$ cat config.mk
export PLATFORM = sky130hd
export DESIGN_NAME = pit_top
export DESIGN_NICKNAME = d
export VERILOG_FILES = /design/src/common/pit_bus_pkg.sv /design/src/common/pit_timer_pkg.sv /design/src/pit_bus_decode.sv /design/src/channel/pit_channel_read.sv /design/src/channel/pit_channel.sv /design/src/pit_read_mux.sv /design/src/pit_top.sv
export SDC_FILE = /design/constraint.sdc
export NUM_CORES = 1
export LEC_CHECK = 0
export ABC_AREA = 1
export BUFFER_PORTS_ARGS = -buffer_cell sky130_fd_sc_hd__buf_2
export CORE_MARGIN = 2
export CORE_UTILIZATION = 64
export DETAILED_ROUTE_END_ITERATION = 7
export PLACE_DENSITY = 0.81
export SLEW_MARGIN = 20
export SYNTH_ARGS = -nofsm -noshare
export SYNTH_HDL_FRONTEND = slang
export SYNTH_HIERARCHICAL = 1
export SYNTH_SLANG_ARGS = --single-unit
$ cat constraint.sdc
create_clock -name clk -period 4.1 [get_ports clk]
set_clock_uncertainty 0.1 [all_clocks]
set_input_delay 0.82 -clock clk [delete_from_list [all_inputs] [get_ports clk]]
set_output_delay 0.82 -clock clk [all_outputs]
set_load 0.005 [all_outputs]
$ cat src/common/pit_bus_pkg.sv
// host bus side of the timer: address type, address map and the
// decoded access struct passed from the decode stage to the channels
package pit_bus_pkg;

    // ------------------------------------------------------------------
    // address map
    // ------------------------------------------------------------------

    localparam int DATA_W = 8;          // host data bus width

    typedef logic [1:0] pit_addr_t;     // 0..2 counters, 3 control word

    localparam pit_addr_t ADDR_CTRL = 2'd3;

    // ------------------------------------------------------------------
    // registered access, one per clk at most
    // ------------------------------------------------------------------

    // for a control word, chan carries din[7:6] instead of the address;
    // a read of address 3 keeps chan = 3 so only the read mux sees it
    typedef struct packed {
        logic              wr;      // write strobe, one cycle
        logic              rd;      // read strobe, one cycle
        logic              ctrl;    // write targets a control register
        pit_addr_t         chan;    // target channel
        logic [DATA_W-1:0] data;    // write byte
    } pit_access_t;

endpackage

$ cat src/common/pit_timer_pkg.sv
// counter side of the timer: channel count, control word layout,
// read/load format and mode encodings, counter value type
package pit_timer_pkg;

    // ------------------------------------------------------------------
    // sizes
    // ------------------------------------------------------------------

    localparam int NUM_CHAN = 3;        // counters 0..2
    localparam int COUNT_W  = 16;       // counter and reload width

    typedef logic [COUNT_W-1:0] pit_count_t;

    // ------------------------------------------------------------------
    // control word fields, bits 5:0 of the written byte
    // ------------------------------------------------------------------

    // read/load format, RL_LATCH doubles as the counter latch command
    typedef enum logic [1:0] {
        RL_LATCH = 2'd0,
        RL_LSB   = 2'd1,
        RL_MSB   = 2'd2,
        RL_BOTH  = 2'd3
    } pit_rl_t;

    // modes 6 and 7 behave as 2 and 3
    typedef enum logic [2:0] {
        MODE_0 = 3'd0,      // interrupt on terminal count
        MODE_1 = 3'd1,      // gated one-shot, free running here
        MODE_2 = 3'd2,      // rate generator
        MODE_3 = 3'd3,      // square wave
        MODE_4 = 3'd4,      // software strobe
        MODE_5 = 3'd5,      // gated strobe, free running here
        MODE_6 = 3'd6,
        MODE_7 = 3'd7
    } pit_mode_t;

    typedef struct packed {
        pit_rl_t   rl;      // read/load format
        pit_mode_t mode;    // counting mode
        logic      bcd;     // kept, binary counting only
    } pit_cw_t;

endpackage

$ cat src/pit_bus_decode.sv
// bus decode stage: qualifies cs/rd/wr and registers one decoded access
`timescale 1ns/1ps

module pit_bus_decode
    import pit_bus_pkg::*;
    import pit_timer_pkg::*;
(
    input  logic        clk,
    input  logic        cwset,
    input  logic        cs,
    input  logic        rd,
    input  logic        wr,
    input  pit_addr_t   a,
    input  logic [7:0]  din,
    output pit_access_t acc
);

    pit_access_t acc_nxt;   // decoded access for the coming edge
    logic        cw_valid;  // control word selects a real counter

    // select code 3 is the read-back command, not supported
    assign cw_valid = (int'(din[7:6]) < NUM_CHAN);

    // ------------------------------------------------------------------
    // decode
    // ------------------------------------------------------------------

    always_comb begin
        acc_nxt      = '0;
        acc_nxt.data = din;                         // carried along, only used on writes
        if (cs && wr) begin
            if (a == ADDR_CTRL) begin
                if (cw_valid) begin
                    acc_nxt.wr   = 1'b1;
                    acc_nxt.ctrl = 1'b1;
                    acc_nxt.chan = pit_addr_t'(din[7:6]);   // counter select bits
                end
            end else begin
                acc_nxt.wr   = 1'b1;                // data byte to a counter
                acc_nxt.chan = a;
            end
        end else if (cs && rd) begin
            // address 3 matches no channel, the mux answers with zero
            acc_nxt.rd   = 1'b1;
            acc_nxt.chan = a;
        end
    end

    // ------------------------------------------------------------------
    // stage register
    // ------------------------------------------------------------------

    always_ff @(posedge clk or posedge cwset) begin
        if (cwset) begin
            acc <= '0;      // no strobes out of reset
        end else begin
            acc <= acc_nxt;
        end
    end

endmodule

$ cat src/channel/pit_channel_read.sv
// per-channel read side: counter latch register and lsb/msb read order
`timescale 1ns/1ps

module pit_channel_read
    import pit_timer_pkg::*;
(
    input  logic       clk,
    input  logic       cwset,
    input  logic       cw_write,    // new control word, restart with lsb
    input  logic       latch_cmd,   // counter latch command
    input  logic       rd_strobe,   // byte taken by the read mux this edge
    input  pit_rl_t    rl,
    input  pit_count_t count,
    output logic [7:0] rd_byte
);

    pit_count_t latch_q;    // frozen count
    pit_count_t src;        // value the next byte comes from
    logic       latched;    // latch held until its last byte is read
    logic       read_msb;   // RL_BOTH: next read returns the msb
    logic       last_byte;  // this read ends the sequence

    assign src = latched ? latch_q : count;

    // RL_LATCH only shows up unprogrammed, it reads as lsb
    always_comb begin
        if ((rl == RL_MSB) || ((rl == RL_BOTH) && read_msb))
            rd_byte = src[15:8];
        else
            rd_byte = src[7:0];
    end

    assign last_byte = (rl != RL_BOTH) || read_msb;

    // ------------------------------------------------------------------
    // latch register
    // ------------------------------------------------------------------

    always_ff @(posedge clk) begin
        if (latch_cmd && !latched)
            latch_q <= count;       // repeated latch before a read is ignored
    end

    // ------------------------------------------------------------------
    // read sequence
    // ------------------------------------------------------------------

    always_ff @(posedge clk or posedge cwset) begin
        if (cwset) begin
            latched  <= 1'b0;
            read_msb <= 1'b0;
        end else if (cw_write) begin
            latched  <= 1'b0;
            read_msb <= 1'b0;
        end else begin
            if (latch_cmd)
                latched <= 1'b1;
            else if (rd_strobe && last_byte)
                latched <= 1'b0;    // release after the final byte
            if (rd_strobe && (rl == RL_BOTH))
                read_msb <= !read_msb;
        end
    end

endmodule

$ cat src/channel/pit_channel.sv
// one timer channel: control register, reload value, down counter and
// out pin for modes 0, 2, 3 and 4; modes 1 and 5 count with out high
`timescale 1ns/1ps

module pit_channel
    import pit_bus_pkg::*;
    import pit_timer_pkg::*;
#(
    parameter int CHAN = 0      // channel index, 0..NUM_CHAN-1
) (
    input  logic        clk,
    input  logic        cwset,
    input  pit_access_t acc,
    output logic [7:0]  rd_byte,
    output logic        out
);

    pit_cw_t    cw;             // current control word
    pit_cw_t    cw_new;         // control word carried by this access
    pit_mode_t  mode_eff;       // mode with 6/7 folded onto 2/3
    pit_count_t reload;         // value written by the host
    pit_count_t count;          // down counter
    pit_count_t step;           // decrement for this clk
    pit_count_t count_dec;
    pit_count_t count_nxt;
    logic       msb_next;       // RL_BOTH: next data byte is the MSB
    logic       load_pend;      // reload complete, counter loads next edge
    logic       load_done;
    logic       running;        // held until the first load after a control word
    logic       tc;             // count has passed 1 -> 0 since the load
    logic       sel;
    logic       cw_hit;
    logic       cw_write;
    logic       latch_cmd;
    logic       data_wr;
    logic       rd_strobe;

    // ------------------------------------------------------------------
    // access qualification
    // ------------------------------------------------------------------

    assign sel       = (acc.chan == pit_addr_t'(CHAN));
    assign cw_new    = pit_cw_t'(acc.data[5:0]);
    assign cw_hit    = acc.wr && acc.ctrl && sel;
    assign latch_cmd = cw_hit && (cw_new.rl == RL_LATCH);   // latch, cw untouched
    assign cw_write  = cw_hit && (cw_new.rl != RL_LATCH);
    assign data_wr   = acc.wr && !acc.ctrl && sel;
    assign rd_strobe = acc.rd && !acc.ctrl && sel;

    // single byte formats finish at once, RL_BOTH on the msb
    assign load_done = data_wr && ((cw.rl == RL_LSB) || (cw.rl == RL_MSB) ||
                                   ((cw.rl == RL_BOTH) && msb_next));

    assign mode_eff = cw.mode[1] ? pit_mode_t'({1'b0, cw.mode[1:0]}) : cw.mode;

    // ------------------------------------------------------------------
    // next count
    // ------------------------------------------------------------------

    // mode 3: an odd value drops by 1 in the high half and by 3 in the
    // low half, so the high half is one clk longer
    always_comb begin
        step = pit_count_t'(1);
        if (mode_eff == MODE_3) begin
            if (!count[0])
                step = pit_count_t'(2);
            else if (!out)
                step = pit_count_t'(3);
        end
    end

    assign count_dec = count - step;

    always_comb begin
        case (mode_eff)
            MODE_2:  count_nxt = (count == pit_count_t'(1)) ? reload : count_dec;
            MODE_3:  count_nxt = (count_dec == '0) ? reload : count_dec;
            default: count_nxt = count_dec;         // modes 0/1/4/5 wrap, no reload
        endcase
    end

    // ------------------------------------------------------------------
    // reload value
    // ------------------------------------------------------------------

    always_ff @(posedge clk) begin
        if (data_wr) begin
            case (cw.rl)
                RL_LSB:  reload <= {8'h00, acc.data};
                RL_MSB:  reload <= {acc.data, 8'h00};
                RL_BOTH: begin
                    if (msb_next)
                        reload[15:8] <= acc.data;
                    else
                        reload[7:0] <= acc.data;
                end
                default: ;                          // unprogrammed, byte ignored
            endcase
        end
    end

    // ------------------------------------------------------------------
    // control, counter and out
    // ------------------------------------------------------------------

    always_ff @(posedge clk or posedge cwset) begin
        if (cwset) begin
            cw        <= '{rl: RL_LATCH, mode: MODE_0, bcd: 1'b0};
            msb_next  <= 1'b0;
            load_pend <= 1'b0;
            running   <= 1'b0;
            tc        <= 1'b0;
            count     <= '0;
            out       <= 1'b1;
        end else if (cw_write) begin
            cw        <= cw_new;
            msb_next  <= 1'b0;
            load_pend <= 1'b0;
            running   <= 1'b0;                      // wait for a new count
            tc        <= 1'b0;
            out       <= (cw_new.mode != MODE_0);   // mode 0 drops out at once
        end else begin
            if (data_wr && (cw.rl == RL_BOTH))
                msb_next <= !msb_next;
            load_pend <= load_done;
            if (load_pend) begin
                count   <= reload;                  // 0 acts as 65536
                running <= 1'b1;
                tc      <= 1'b0;
                out     <= (mode_eff != MODE_0);
            end else if (running) begin
                count <= count_nxt;
                if (count == pit_count_t'(1))
                    tc <= 1'b1;
                case (mode_eff)
                    MODE_0: if (tc) out <= 1'b1;     // high one clk after reaching 0
                    MODE_2: out <= (count_nxt != pit_count_t'(1));
                    MODE_3: if (count_dec == '0) out <= !out;   // toggle on reload
                    MODE_4: out <= !((count == pit_count_t'(1)) && !tc);
                    default: out <= 1'b1;           // no gate, out parked high
                endcase
            end
        end
    end

    // ------------------------------------------------------------------
    // read side
    // ------------------------------------------------------------------

    pit_channel_read u_read (
        .clk       (clk),
        .cwset     (cwset),
        .cw_write  (cw_write),
        .latch_cmd (latch_cmd),
        .rd_strobe (rd_strobe),
        .rl        (cw.rl),
        .count     (count),
        .rd_byte   (rd_byte)
    );

endmodule

$ cat src/pit_read_mux.sv
// read mux stage: picks the addressed channel byte and registers dout
`timescale 1ns/1ps

module pit_read_mux
    import pit_bus_pkg::*;
    import pit_timer_pkg::*;
(
    input  logic                     clk,
    input  logic                     cwset,
    input  pit_access_t              acc,
    input  logic [NUM_CHAN-1:0][7:0] rd_bytes,
    output logic [7:0]               dout,
    output logic                     rd_valid
);

    // strobe, one cycle after the decode stage
    always_ff @(posedge clk or posedge cwset) begin
        if (cwset)
            rd_valid <= 1'b0;
        else
            rd_valid <= acc.rd;
    end

    // data byte, held between reads
    always_ff @(posedge clk) begin
        if (acc.rd) begin
            if (acc.chan == ADDR_CTRL)
                dout <= '0;                     // control register is write only
            else
                dout <= rd_bytes[acc.chan];     // same edge the channel steps its sequence
        end
    end

endmodule

$ cat src/pit_top.sv
// timer top: decode stage, three counter channels, read mux
`timescale 1ns/1ps

module pit_top
    import pit_bus_pkg::*;
    import pit_timer_pkg::*;
(
    input  logic                clk,
    input  logic                cwset,
    input  logic                cs,
    input  logic                rd,
    input  logic                wr,
    input  pit_addr_t           a,
    input  logic [7:0]          din,
    output logic [7:0]          dout,
    output logic                rd_valid,
    output logic [NUM_CHAN-1:0] out
);

    pit_access_t              acc;          // registered bus access
    logic [NUM_CHAN-1:0][7:0] rd_bytes;     // per-channel read byte

    // ------------------------------------------------------------------
    // stage 1, bus decode
    // ------------------------------------------------------------------

    pit_bus_decode u_decode (
        .clk   (clk),
        .cwset (cwset),
        .cs    (cs),
        .rd    (rd),
        .wr    (wr),
        .a     (a),
        .din   (din),
        .acc   (acc)
    );

    // ------------------------------------------------------------------
    // stage 2, counters
    // ------------------------------------------------------------------

    for (genvar i = 0; i < NUM_CHAN; i++) begin : g_chan
        pit_channel #(
            .CHAN (i)
        ) u_chan (
            .clk     (clk),
            .cwset   (cwset),
            .acc     (acc),
            .rd_byte (rd_bytes[i]),
            .out     (out[i])
        );
    end

    // ------------------------------------------------------------------
    // stage 3, read mux
    // ------------------------------------------------------------------

    pit_read_mux u_rmux (
        .clk      (clk),
        .cwset    (cwset),
        .acc      (acc),
        .rd_bytes (rd_bytes),
        .dout     (dout),
        .rd_valid (rd_valid)
    );

endmodule

==> metrics.md <==
| Metric | Value |
|---|---|
| Outcome | `completed` |
| Post-DP Area | `0.0133 mm2` |
| Synth Net Count | `1837` |
| Die height | `146 um` |
| Clock root buffer master | `clkbuf_16` |
| Syn avg cell area | `7.18 um2` |
| Area Overhead vs Synth | `8.82%` |
| Syn Std Cell Area | `0.0130 mm2` |
| Switch share | `0.447` |
| RSZ-0062 raised after global routing | `no` |
| P_int | `5.29 mW` |
| Depth of the CTS H-tree | `1` |
| Drt drc | `0` |
| Critical path class | `flip-flop to flip-flop` |
| Synth warn | `6` |
| Synth area leader | `edfxtp_1` |
| Detailed Route WL | `36400 um` |
| CP arrival | `4.06 ns` |
| Initial DRT Pass Iterations | `5` |
| Antenna violations before repair | `0` |
| Ys flop type | `edfxtp_1` |
| DRT iter0 DRCs | `1112` |
| Clock slew at reported path FFs | `0.06 ns` |
| Post-synth cell types | `44` |
| WL/cell | `17.2 um` |
| CP startpoint kind | `flip-flop` |
| Register area share after synthesis | `0.430` |
| Most common cell in the synthesized netlist | `nand2_1` |
| Clk_lat worst skew | `0.52 ns` |
| Pleak | `6.89 nW` |
| Worst setup EP type | `flip-flop` |
| Slew Viols, Final | `0` |
| Antenna Cells | `0` |
| Post-route cell area | `0.0141 mm2` |
| Die footprint | `0.0214 mm2` |
| Critical Path RT | `4.36 ns` |
| Core area | `0.0200 mm2` |
| Fmax | `263 MHz` |
| # setup viols final | `0` |
| Final antenna-violating net count | `0` |
| Post-synthesis register bit count | `202` |
| Asr flop ratio synth | `0.485` |
| Multi-input gate area | `0.00597 mm2` |
| Combinational power share | `0.453` |
| Synth top area share | `0.241` |
| Post-synth top cells | `nand2_1 (527), inv_1 (283), nor2_1 (202)` |
| Vias in the first global route | `11108` |
| Post-CTS setup buffer count | `0` |
| Fin crit share | `0.926` |
| Slew HR | `0.367` |
| Layout cell share with drive strength beyond 1 | `0.102` |
| Initial Util | `0.647` |
| VDD IR max | `395 uV` |
| Sw Pwr | `4.26 mW` |
| First-pass GRT wire length | `58200 um` |
| Syn Inst Count | `1807` |
| Worst-path maximum fanout | `13` |
| Num Clock Sinks | `202` |
| Register Area | `0.00558 mm2` |
| Routed via count | `12082` |
| Largest net degree at the start of global routing | `35` |
| Gr usage total | `0.342` |
| Gpl congestion | `1.03` |
| Max-Cap Viols | `0` |
| Endpoints failing hold | `0` |
| GRT overflow | `0` |
| Max clock buf depth | `3` |
| I/O Buffers | `26` |
| Setup TNS Final | `0 ns` |
| TritonCTS clock tree | `built` |
| R2R setup slack | `0.30 ns` |
| Sequential share of power | `0.316` |
| Power per cell area | `677 mW/mm2` |
| Number of CTS-inserted buffers | `23` |
| Io pins | `27` |
| Core Rows | `52` |
| Post-route minimum period | `3.80 ns` |
| Die W | `146 um` |
| Final-stage net count | `1864` |
| HPWL Detailed | `27300 um` |
| Clock network fraction of design power | `0.230` |
| Hold Path Class | `primary input to async pin` |
| Top cells by area, synth | `edfxtp_1 (24%), dfrtp_1 (18%), nand2_1 (15%)` |
| Tightest Pin Transition | `0.950 ns` |
| Layout fillers | `1706` |
| Vias per cell | `5.70` |
| EDFF count, synth | `104` |
-- sequential cells by signal, summed over array words and instances, names as in the netlist, 8 cells and up --
register and flops:
g_chan.u_chan/cw 15, u_decode/acc 13, g_chan.u_chan/u_read/latch_q 48, g_chan.u_chan/reload 48, g_chan.u_chan/count 48, u_rmux/dout 8
-- final cells by class --
| type | count | area share |
|---|---|---|
| Sequential cell | 202 | 0.396 |
| Tap cell | 270 | 0.0239 |
| Inverter | 306 | 0.0817 |
| Clock buffer | 29 | 0.0453 |
| Clock inverter | 13 | 0.0125 |
| Multi-Input combinational cell | 1259 | 0.423 |
| Timing Repair Buffer | 42 | 0.0177 |
-- through the flow --
| stage | std cells | utilization | total power [mW] | hold slack (ns) | setup slack [ns] |
|---|---|---|---|---|---|
| 2_1_floorplan | 1807 | - | 6.10 | 0.351 | 0.917 |
| 3_3_place_gp | 2079 | 0.662 | 7.21 | 0.384 | 0.234 |
| 3_5_place_dp | 2079 | 0.662 | 7.23 | 0.390 | 0.243 |
| 4_1_cts | 2121 | 0.703 | 9.46 | 0.160 | 0.216 |
| 5_1_grt | 2121 | 0.704 | 10.3 | 0.177 | 0.0114 |
| 6_report | 2121 | 0.704 | 9.55 | 0.180 | 0.302 |
-- worst paths after layout --
check                                                   to              startpoint  cells after the start
worst max-delay path            g_chan[0].u_chan/count[13]  g_chan[0].u_chan/cw[1]                     18
worst max register to register  g_chan[0].u_chan/count[13]  g_chan[0].u_chan/cw[1]                     18
max in group asynchronous       g_chan[0].u_chan/count[10]                   cwset                      2
worst min register to register        g_chan[1].u_chan/out    g_chan[1].u_chan/out                      2
worst min-delay path                       u_rmux/rd_valid                   cwset                      2
min in group clk                           u_decode/acc[0]                  din[0]                      1
-- metal layers --
| layer | track usage | share of wire |
|---|---|---|
| met2 | 0.522 | 0.44 |
| met5 | 0 | 0 |
| met1 | 0.502 | 0.44 |
| met4 | 0.110 | 0.030 |
| met3 | 0.0591 | 0.092 |
-- cell usage in the layout, fill, tap and decap left out, types with 11 or more instances in the layout --
cell | netlist | routed
nand3_1 | 139 | 139
buf_4 | 1 | 16
nand2_1 | 527 | 526
a21oi_1 | 50 | 50
edfxtp_1 | 104 | 104
dfrtp_1 | 95 | 91
ha_1 | 12 | 12
nand3_2 | 11 | 11
inv_2 | 21 | 24
nor3_1 | 12 | 12
nor2_2 | 21 | 21
o21ai_1 | 51 | 51
clkbuf_16 | 0 | 24
nor2_1 | 202 | 202
nand4_1 | 12 | 12
o21ai_0 | 108 | 108
inv_1 | 283 | 280
nand2_2 | 19 | 19
o22ai_1 | 20 | 20
buf_2 | 2 | 26
-- worst max-delay path, stage by stage (launching register included) --
cell,delay [ns]
dfrtp_1,0.49
nand2_4,0.12
inv_1,0.23
nand2_1,0.15
fa_1,0.49
inv_1,0.10
nand3_1,0.14
nor2_1,0.12
nor2_1,0.05
nor2_1,0.21
nand3_1,0.17
nor2_4,0.16
nand3_2,0.09
nand2_4,0.18
nand2_1,0.14
nand2_1,0.08
nand2_1,0.07
o21ai_0,0.36
o21ai_0,0.19
-- kinds of logic after synthesis --
logic type / Yosys count / share of synthesized area
AND/OR/NAND/NOR: 984 / 0.331
buffers and inverters: 346 / 0.112
AO/OA/AOI/OAI: 255 / 0.107
flip-flops: 202 / 0.430
adder cells (fa/ha/maj): 15 / 0.0162
XOR/XNOR: 5 / 0.00396
-- timing repair --
action	in CTS	in global routing
hold buffers	0	0
gates resized for setup	0	7
endpoints found under the setup margin	0	5
-- power by group through the flow --
stage / logic (mW) / registers, mW / clock network [mW]
after floorplan: 3.27 / 2.82 / 0
after global placement: 4.18 / 3.03 / 0
after detailed placement: 4.19 / 3.04 / 0
after CTS: 4.23 / 3.00 / 2.23
after global routing: 4.89 / 3.06 / 2.31
final: 4.33 / 3.02 / 2.20
No activity file was read; power rests on OpenSTA's default activity.
